[src/pcw_pkg.sv]
package pcw_pkg;

    // Block number and page offset widths
    localparam int BLOCK_BITS = 7;              // Up to 128 blocks of 16K
    localparam int PAGE_BITS  = 14;             // Offset inside a 16K page

    typedef logic [7:0]  byte_t;
    typedef logic [15:0] cpu_addr_t;
    typedef logic [BLOCK_BITS+PAGE_BITS-1:0] ram_addr_t;   // 2 MB space
    typedef logic [1:0]  mem_size_t;

    // Bank register as a PCW block number
    typedef struct packed {
        logic                  pcw_mode;        // 1 for PCW paging
        logic [BLOCK_BITS-1:0] block;
    } bank_pcw_t;

    // Same byte as CPC read and write blocks
    typedef struct packed {
        logic       pcw_mode;                   // 0 for CPC paging
        logic [2:0] read_block;
        logic       spare;
        logic [2:0] write_block;
    } bank_cpc_t;

    typedef union packed {
        bank_pcw_t pcw;
        bank_cpc_t cpc;
    } bank_reg_u;

    // Installed memory size codes
    localparam mem_size_t MEM_256K = 2'd0;
    localparam mem_size_t MEM_512K = 2'd1;
    localparam mem_size_t MEM_1M   = 2'd2;
    localparam mem_size_t MEM_2M   = 2'd3;

    // I/O port numbers, low address byte
    localparam byte_t PORT_BANK0    = 8'hF0;
    localparam byte_t PORT_BANK1    = 8'hF1;
    localparam byte_t PORT_BANK2    = 8'hF2;
    localparam byte_t PORT_BANK3    = 8'hF3;
    localparam byte_t PORT_LOCK     = 8'hF4;    // CPC read lock, timer clear on read
    localparam byte_t PORT_ROLLER   = 8'hF5;
    localparam byte_t PORT_YSCROLL  = 8'hF6;
    localparam byte_t PORT_INVERSE  = 8'hF7;
    localparam byte_t PORT_SYS_CTRL = 8'hF8;

    // Port F8 command codes, low nibble
    localparam logic [3:0] CMD_DISK_NMI  = 4'd2;
    localparam logic [3:0] CMD_DISK_INT  = 4'd3;
    localparam logic [3:0] CMD_DISK_OFF  = 4'd4;
    localparam logic [3:0] CMD_TC_SET    = 4'd5;
    localparam logic [3:0] CMD_TC_CLR    = 4'd6;
    localparam logic [3:0] CMD_MOTOR_ON  = 4'd9;
    localparam logic [3:0] CMD_MOTOR_OFF = 4'd10;
    localparam logic [3:0] CMD_SPK_ON    = 4'd11;
    localparam logic [3:0] CMD_SPK_OFF   = 4'd12;

    // Register values after reset
    localparam byte_t BANK_RESET0   = 8'h80;    // PCW mode, block 0
    localparam byte_t BANK_RESET1   = 8'h81;
    localparam byte_t BANK_RESET2   = 8'h82;
    localparam byte_t BANK_RESET3   = 8'h83;
    localparam byte_t LOCK_RESET    = 8'hF1;
    localparam byte_t INVERSE_RESET = 8'h80;    // Inverse on, video off

    localparam byte_t BUS_FLOAT = 8'hFF;        // Undriven data bus

    // Timer interrupt handling
    localparam int         TIMER_CLEAR_CYCLES = 32;
    localparam logic [3:0] MISS_MAX           = 4'd15;

endpackage

[src/pcw_bus_core.sv]
`timescale 1ns/100ps

module pcw_bus_core import pcw_pkg::*; (
    input  logic      clk_sys,
    input  logic      reset,
    input  cpu_addr_t cpu_addr,
    input  byte_t     cpu_dout,
    input  logic      io_rd,
    input  logic      io_wr,
    input  logic      mem_wr,
    input  mem_size_t memory_size,
    input  logic      ntsc,
    input  logic      vblank,
    input  logic      timer_tick,
    input  logic      fdc_int,
    input  logic      iff1,
    output ram_addr_t ram_addr,
    output byte_t     io_din,
    output byte_t     roller_ptr,
    output byte_t     yscroll,
    output logic      inverse,
    output logic      video_enable,
    output logic      motor,
    output logic      fdc_tc,
    output logic      speaker_enable,
    output logic      int_n,
    output logic      nmi_n
);

    // Paging registers to the mapper
    bank_reg_u bank0;
    bank_reg_u bank1;
    bank_reg_u bank2;
    bank_reg_u bank3;
    byte_t     lock_reg;

    // Disk interrupt routing
    logic disk_to_nmi;
    logic disk_to_int;
    logic int_mode_change;

    pcw_io_regs u_io_regs (
        .clk_sys         (clk_sys),
        .reset           (reset),
        .io_wr           (io_wr),
        .cpu_addr        (cpu_addr),
        .cpu_dout        (cpu_dout),
        .bank0           (bank0),
        .bank1           (bank1),
        .bank2           (bank2),
        .bank3           (bank3),
        .lock_reg        (lock_reg),
        .roller_ptr      (roller_ptr),
        .yscroll         (yscroll),
        .inverse         (inverse),
        .video_enable    (video_enable),
        .disk_to_nmi     (disk_to_nmi),
        .disk_to_int     (disk_to_int),
        .int_mode_change (int_mode_change),
        .fdc_tc          (fdc_tc),
        .motor           (motor),
        .speaker_enable  (speaker_enable)
    );

    pcw_mem_mapper u_mem_mapper (
        .cpu_addr    (cpu_addr),
        .mem_wr      (mem_wr),
        .memory_size (memory_size),
        .bank0       (bank0),
        .bank1       (bank1),
        .bank2       (bank2),
        .bank3       (bank3),
        .lock_reg    (lock_reg),
        .ram_addr    (ram_addr)
    );

    pcw_int_status u_int_status (
        .clk_sys         (clk_sys),
        .reset           (reset),
        .io_rd           (io_rd),
        .cpu_addr        (cpu_addr),
        .timer_tick      (timer_tick),
        .fdc_int         (fdc_int),
        .iff1            (iff1),
        .vblank          (vblank),
        .ntsc            (ntsc),
        .disk_to_nmi     (disk_to_nmi),
        .disk_to_int     (disk_to_int),
        .int_mode_change (int_mode_change),
        .io_din          (io_din),
        .int_n           (int_n),
        .nmi_n           (nmi_n)
    );

endmodule

[src/pcw_int_status.sv]
`timescale 1ns/100ps

module pcw_int_status import pcw_pkg::*; (
    input  logic      clk_sys,
    input  logic      reset,
    input  logic      io_rd,            // Single cycle read strobe
    input  cpu_addr_t cpu_addr,
    input  logic      timer_tick,       // Video timer, 300 Hz
    input  logic      fdc_int,
    input  logic      iff1,             // CPU interrupt enable
    input  logic      vblank,
    input  logic      ntsc,
    input  logic      disk_to_nmi,
    input  logic      disk_to_int,
    input  logic      int_mode_change,
    output byte_t     io_din,
    output logic      int_n,
    output logic      nmi_n
);

    logic [1:0] edge_q;                 // {timer_tick, fdc_int} sampled
    logic [1:0] edge_qq;
    logic       tick_rise;
    logic       fdc_rise;
    logic       fdc_fall;

    logic       fdc_latch;              // Shown in status byte
    logic       nmi_flag;               // Pending disk NMI
    logic       timer_line;
    logic       int_line;               // Disk INT
    logic       nmi_line;
    logic [3:0] miss_count;             // Ticks since last F4 read

    logic                                  clear_busy;
    logic [$clog2(TIMER_CLEAR_CYCLES)-1:0] clear_count;

    logic lock_port_rd;
    logic status_sel;

    assign lock_port_rd = io_rd && (cpu_addr[7:0] == PORT_LOCK);
    assign status_sel   = io_rd && ((cpu_addr[7:0] == PORT_LOCK) ||
                                    (cpu_addr[7:0] == PORT_SYS_CTRL));

    // Two stage sample, edges seen one cycle after the input moves
    always_ff @(posedge clk_sys) begin
        if (reset) begin
            edge_q  <= '0;
            edge_qq <= '0;
        end else begin
            edge_q  <= {timer_tick, fdc_int};
            edge_qq <= edge_q;
        end
    end

    assign tick_rise = edge_q[1] & ~edge_qq[1];
    assign fdc_rise  = edge_q[0] & ~edge_qq[0];
    assign fdc_fall  = ~edge_q[0] & edge_qq[0];

    // FDC status latch and NMI request
    always_ff @(posedge clk_sys) begin
        if (reset) begin
            fdc_latch <= 1'b0;
            nmi_flag  <= 1'b0;
        end else begin
            if (fdc_rise) begin
                fdc_latch <= 1'b1;
                if (disk_to_nmi)
                    nmi_flag <= 1'b1;
            end else if (fdc_fall) begin
                fdc_latch <= 1'b0;
            end
            if (int_mode_change && !disk_to_nmi)
                nmi_flag <= 1'b0;               // INT route or disconnect drops NMI
        end
    end

    // Interrupt lines update on each timer tick
    always_ff @(posedge clk_sys) begin
        if (reset) begin
            timer_line  <= 1'b0;
            int_line    <= 1'b0;
            nmi_line    <= 1'b0;
            miss_count  <= '0;
            clear_busy  <= 1'b0;
            clear_count <= '0;
        end else begin
            if (tick_rise) begin
                if (miss_count != MISS_MAX)
                    miss_count <= miss_count + 4'd1;    // Saturates
                timer_line <= iff1;
                nmi_line   <= nmi_flag;                 // Held while flag stays set
                int_line   <= disk_to_int & fdc_latch & iff1;
            end
            // F4 read acknowledges the timer after a delay
            if (lock_port_rd) begin
                clear_busy  <= 1'b1;
                clear_count <= '0;                      // Restart on every read
            end else if (clear_busy) begin
                if (clear_count == $bits(clear_count)'(TIMER_CLEAR_CYCLES - 1)) begin
                    clear_busy <= 1'b0;
                    timer_line <= 1'b0;
                    miss_count <= '0;
                end else begin
                    clear_count <= clear_count + 1'b1;
                end
            end
            if (int_mode_change && !disk_to_int)
                int_line <= 1'b0;                       // NMI route or disconnect
        end
    end

    assign nmi_n = ~nmi_line;
    // No INT while an NMI is outstanding
    assign int_n = nmi_line | ~(int_line | timer_line);

    // Status byte for F4 and F8, bus floats elsewhere
    assign io_din = status_sel ? {1'b0, vblank, fdc_latch, ~ntsc, miss_count} : BUS_FLOAT;

endmodule

[src/pcw_io_regs.sv]
`timescale 1ns/100ps

module pcw_io_regs import pcw_pkg::*; (
    input  logic      clk_sys,
    input  logic      reset,
    input  logic      io_wr,            // Single cycle write strobe
    input  cpu_addr_t cpu_addr,
    input  byte_t     cpu_dout,
    output bank_reg_u bank0,
    output bank_reg_u bank1,
    output bank_reg_u bank2,
    output bank_reg_u bank3,
    output byte_t     lock_reg,
    output byte_t     roller_ptr,
    output byte_t     yscroll,
    output logic      inverse,
    output logic      video_enable,
    output logic      disk_to_nmi,
    output logic      disk_to_int,
    output logic      int_mode_change,  // Pulse when disk routing changes
    output logic      fdc_tc,
    output logic      motor,
    output logic      speaker_enable
);

    byte_t port_sel;
    assign port_sel = cpu_addr[7:0];    // Only the low byte decodes

    always_ff @(posedge clk_sys) begin
        if (reset) begin
            bank0           <= BANK_RESET0;
            bank1           <= BANK_RESET1;
            bank2           <= BANK_RESET2;
            bank3           <= BANK_RESET3;
            lock_reg        <= LOCK_RESET;
            roller_ptr      <= '0;
            yscroll         <= '0;
            inverse         <= INVERSE_RESET[7];
            video_enable    <= INVERSE_RESET[6];
            disk_to_nmi     <= 1'b0;
            disk_to_int     <= 1'b0;
            int_mode_change <= 1'b0;
            fdc_tc          <= 1'b0;
            motor           <= 1'b0;
            speaker_enable  <= 1'b0;
        end else begin
            int_mode_change <= 1'b0;            // Default, pulses for one cycle
            if (io_wr) begin
                case (port_sel)
                    PORT_BANK0:   bank0      <= cpu_dout;
                    PORT_BANK1:   bank1      <= cpu_dout;
                    PORT_BANK2:   bank2      <= cpu_dout;
                    PORT_BANK3:   bank3      <= cpu_dout;
                    PORT_LOCK:    lock_reg   <= cpu_dout;
                    PORT_ROLLER:  roller_ptr <= cpu_dout;
                    PORT_YSCROLL: yscroll    <= cpu_dout;
                    PORT_INVERSE: begin
                        inverse      <= cpu_dout[7];
                        video_enable <= cpu_dout[6];
                    end
                    PORT_SYS_CTRL: begin
                        // System control command in low nibble
                        case (cpu_dout[3:0])
                            CMD_DISK_NMI: begin
                                disk_to_nmi <= 1'b1;
                                disk_to_int <= 1'b0;    // Routes are exclusive
                            end
                            CMD_DISK_INT: begin
                                disk_to_int     <= 1'b1;
                                disk_to_nmi     <= 1'b0;
                                int_mode_change <= 1'b1;
                            end
                            CMD_DISK_OFF: begin         // Disconnect disk interrupt
                                disk_to_int     <= 1'b0;
                                disk_to_nmi     <= 1'b0;
                                int_mode_change <= 1'b1;
                            end
                            CMD_TC_SET:    fdc_tc         <= 1'b1;
                            CMD_TC_CLR:    fdc_tc         <= 1'b0;
                            CMD_MOTOR_ON:  motor          <= 1'b1;
                            CMD_MOTOR_OFF: motor          <= 1'b0;
                            CMD_SPK_ON:    speaker_enable <= 1'b1;
                            CMD_SPK_OFF:   speaker_enable <= 1'b0;
                            default: ;                  // Bootstrap end, reset etc ignored
                        endcase
                    end
                    default: ;
                endcase
            end
        end
    end

endmodule

[src/pcw_mem_mapper.sv]
`timescale 1ns/100ps

module pcw_mem_mapper import pcw_pkg::*; (
    input  cpu_addr_t cpu_addr,
    input  logic      mem_wr,           // High during a memory write
    input  mem_size_t memory_size,
    input  bank_reg_u bank0,
    input  bank_reg_u bank1,
    input  bank_reg_u bank2,
    input  bank_reg_u bank3,
    input  byte_t     lock_reg,         // Bits 7:4 lock reads per page
    output ram_addr_t ram_addr
);

    logic [1:0]            page;
    logic [PAGE_BITS-1:0]  offset;
    bank_reg_u             bank_sel;
    logic                  read_locked;
    logic [BLOCK_BITS-1:0] block_mask;
    logic [BLOCK_BITS-1:0] pcw_block;
    logic [2:0]            cpc_block;

    assign page   = cpu_addr[15:14];
    assign offset = cpu_addr[PAGE_BITS-1:0];

    // Bank register for the current 16K page
    always_comb begin
        case (page)
            2'd0:    bank_sel = bank0;
            2'd1:    bank_sel = bank1;
            2'd2:    bank_sel = bank2;
            default: bank_sel = bank3;
        endcase
    end

    assign read_locked = lock_reg[{1'b1, page}];    // Bit 4 plus page

    // Highest usable block depends on fitted RAM
    always_comb begin
        case (memory_size)
            MEM_256K: block_mask = 7'h0F;
            MEM_512K: block_mask = 7'h1F;
            MEM_1M:   block_mask = 7'h3F;
            MEM_2M:   block_mask = 7'h7F;
            default:  block_mask = 7'h7F;
        endcase
    end

    assign pcw_block = bank_sel.pcw.block & block_mask;

    // CPC mode splits reads and writes, lock forces reads to the write block
    assign cpc_block = (mem_wr || read_locked) ? bank_sel.cpc.write_block
                                               : bank_sel.cpc.read_block;

    always_comb begin
        if (bank_sel.pcw.pcw_mode)
            ram_addr = {pcw_block, offset};
        else
            ram_addr = {{(BLOCK_BITS-3){1'b0}}, cpc_block, offset};  // Low 128K only
    end

endmodule

[config.mk]
export PLATFORM = sky130hd
export DESIGN_NAME = pcw_bus_core
export DESIGN_NICKNAME = d
export VERILOG_FILES = /design/src/pcw_pkg.sv /design/src/pcw_bus_core.sv /design/src/pcw_int_status.sv /design/src/pcw_io_regs.sv /design/src/pcw_mem_mapper.sv
export SDC_FILE = /design/constraint.sdc
export NUM_CORES = 1
export LEC_CHECK = 0
export ABC_AREA = 1
export BUFFER_PORTS_ARGS = -buffer_cell sky130_fd_sc_hd__buf_2
export CAP_MARGIN = 40
export CORE_UTILIZATION = 45
export DETAILED_ROUTE_END_ITERATION = 8
export GPL_TIMING_DRIVEN = 0
export PLACE_DENSITY = 0.7
export REMOVE_ABC_BUFFERS = 1
export SLEW_MARGIN = 15
export SYNTH_ARGS = -nofsm -noshare
export SYNTH_HDL_FRONTEND = slang
export SYNTH_SLANG_ARGS = --single-unit
[constraint.sdc]
create_clock -name clk_sys -period 1.6 [get_ports clk_sys]
set_clock_uncertainty 0.15 [all_clocks]
set_input_delay 0.16 -clock clk_sys [delete_from_list [all_inputs] [get_ports clk_sys]]
set_output_delay 0.16 -clock clk_sys [all_outputs]
set_load 0.03 [all_outputs]
==> flow_metrics.tcl <==
set metrics [dict create \
    yosys.cell_count.top_type "nand2_1" \
    numCtsBuffers 9 \
    finalSetupViolations 7 \
    antenna_left 0 \
    seqCellArea_um2 1590 \
    wl_per_cell_um 13.0 \
    die_h_um 94.6 \
    synth_edf_count 0 \
    synthDominantCellAreaShare_pct 40.9 \
    outcome "finished, violations left" \
    grt_setup_unrepaired "true" \
    num_vias 3871 \
    avgSynthCellArea_um2 6.75 \
    h-tree-depth 3 \
    final-max-slew-violation-count 0 \
    hp-class "in2reg" \
    critPathCaptureType "output pin" \
    use_met1_pct 29.7 \
    synth.area.top_cells "dfxtp_1 41%, nand2_1 14%, nor2_1 8.5%" \
    grt_pass1_vias 3441 \
    clockRootBuffer "clkbuf_8" \
    antenna_found_initial 0 \
    cap_violations 0 \
    yosys.cell_types.count 28 \
    critPathLaunchType "flop" \
    syn_to_final_growth_pct 25.1 \
    synth_common_cells "147 x nand2_1, 87 x nor2_1, 79 x dfxtp_1" \
    drive_gt1_share_pct 24.2 \
    cts_tree "done" \
    via_per_inst 5.13 \
    period_needed_ns 1.70 \
    grt_pass1_wl_mm 15.8 \
    utilization_pct 58.5 \
    p_leak_nw 2.20 \
    final_nets 684 \
    hpwl_mm 6.60 \
    die_area_um2 8960 \
    drc 0 \
    busiest_layer "met2" \
    cts.clk_slew.worst_paths_ns 0.08 \
    overflow 0 \
    worst_hold_slack_ns 0.0542 \
    seq_area_frac_synth_pct 40.9 \
    core.rowCount 33 \
    fmax_mhz 590 \
    crit_fanout 6 \
    grt_util_met2_pct 36.9 \
    diodes 0 \
    synth_area_um2 3860 \
    synth_cells 572 \
    n_fill_cell 819 \
    port_buffers 75 \
    path_class "reg2out" \
    max_slew_margin_pct 46.9 \
    synth_top_cell_by_area "dfxtp_1" \
    pin_count 88 \
    yosysWarnings 0 \
    clkLatencyLatePin_ns 0.35 \
    ys.flop_type "dfxtp_1" \
    finalSetupTns_ns -0.554 \
    dr.first_iter.drc_count 215 \
    cts.path.max_buffers 2 \
    grt_max_degree 50 \
    power.density_nw_per_um2 841 \
    layout_setup_ws_ns -0.0951 \
    final.period_utilization_pct 106 \
    tightestPinTransition_ns 0.796 \
    peakVddDrop_uv 556 \
    dr.pass1.iters 5 \
    clock-sinks 79 \
    initial_core_util_pct 46.8 \
    multi_input_area_um2 2000 \
    cp.required_ns 1.29 \
    gp_congestion 0.857 \
    crit_arrival_ns 1.39 \
    ys_async_sr_fraction_pct 0 \
    hold_violations 0 \
    ys_ff_latch 79 \
    grt_usage_pct 22.8 \
    routed_wirelength_mm 9.81 \
    violations "negative setup slack" \
    met3_usage_pct 4.51 \
    place_ws_ns -0.779 \
    core-area_um2 8260 \
    die_x_um 94.6 \
]
final timing paths:
check        cells past startpoint                     endpoint                        start  slack, ns
max                              7                 ram_addr[15]           u_io_regs.bank2[7]       -0.1
min                              5    u_io_regs.int_mode_change                        io_wr       0.05
max reg2reg                      7  u_int_status.clear_count[3]  u_int_status.clear_count[0]          0
min reg2reg                      2      u_int_status.edge_qq[1]       u_int_status.edge_q[1]       0.29
per-stage QoR:
stage,area (µm²),total power [mW],std cells
after floorplan,3670,2.21,538
after global placement,4180,2.37,718
after detailed placement,4180,2.38,718
after CTS,4720,4.09,753
after global routing,4830,4.23,754
final,4830,4.06,754
power by group:
group	internal [mW]	switching [mW]
Clock	0.922	0.720
Sequential	1.98	0.0100
Combinational	0.137	0.294
Total	3.04	1.02
cells in the final DEF, fill, tap and decap left out, types with 3 or more instances in the layout:
cell type / instances
nand4_1: 36
nand2_1: 135
dfxtp_2: 8
buf_4: 10
nand2_2: 8
dfxtp_1: 71
nor2_2: 9
nand3_1: 27
inv_1: 73
nor2_4: 8
or2_2: 5
o211ai_1: 13
buf_2: 65
a21oi_1: 24
buf_6: 6
nor2_1: 75
dlygate4sd3_1: 13
nand2_4: 4
o21ai_0: 14
nand3_2: 8
xor2_1: 3
clkbuf_8: 10
cells by family after synthesis:
logic type                 share of synthesized area [%]
AOI/OAI and AO/OA                                   8.03
adders and majority gates                           1.30
buffers and inverters                               12.4
and+or+nand+nor                                     36.4
xor gates and xnor gates                           0.907
DFF                                                 40.9
per-layer routing:
layer / routed length [µm] / vias up
li1: - / 1956
met1: 4360 / 1764
met2: 4670 / 133
met3: 577 / 18
met4: 211 / 0
met5: 0 / -
cell type report:
cell class                 count  share of cell area (%)
inverter                      76                    5.96
timing repair buffer          94                    12.4
sequential                    79                    32.9
multi-input combinational    384                    41.4
clock inverter                 5                    1.68
tap                          105                    2.72
clock buffer                  11                    2.93
timing repair:
item	4_1_cts	5_1_grt
gates resized for setup	48	32
endpoints found under the hold margin	21	0
pin swaps	16	12
buffers inserted	5	1
endpoints found under the setup margin	54	29
hold buffers	13	0
cloned	1	0
worst max-delay path, cell delays in order, from the launching register on:
cell and delay [ns]:
dfxtp_2 0.34, o21ai_2 0.14, nand3_2 0.11, nand2_4 0.11, nand2_4 0.07, nand2_2 0.08, nand2_2 0.05, buf_6 0.13
Power figures use the tool's default switching activity.
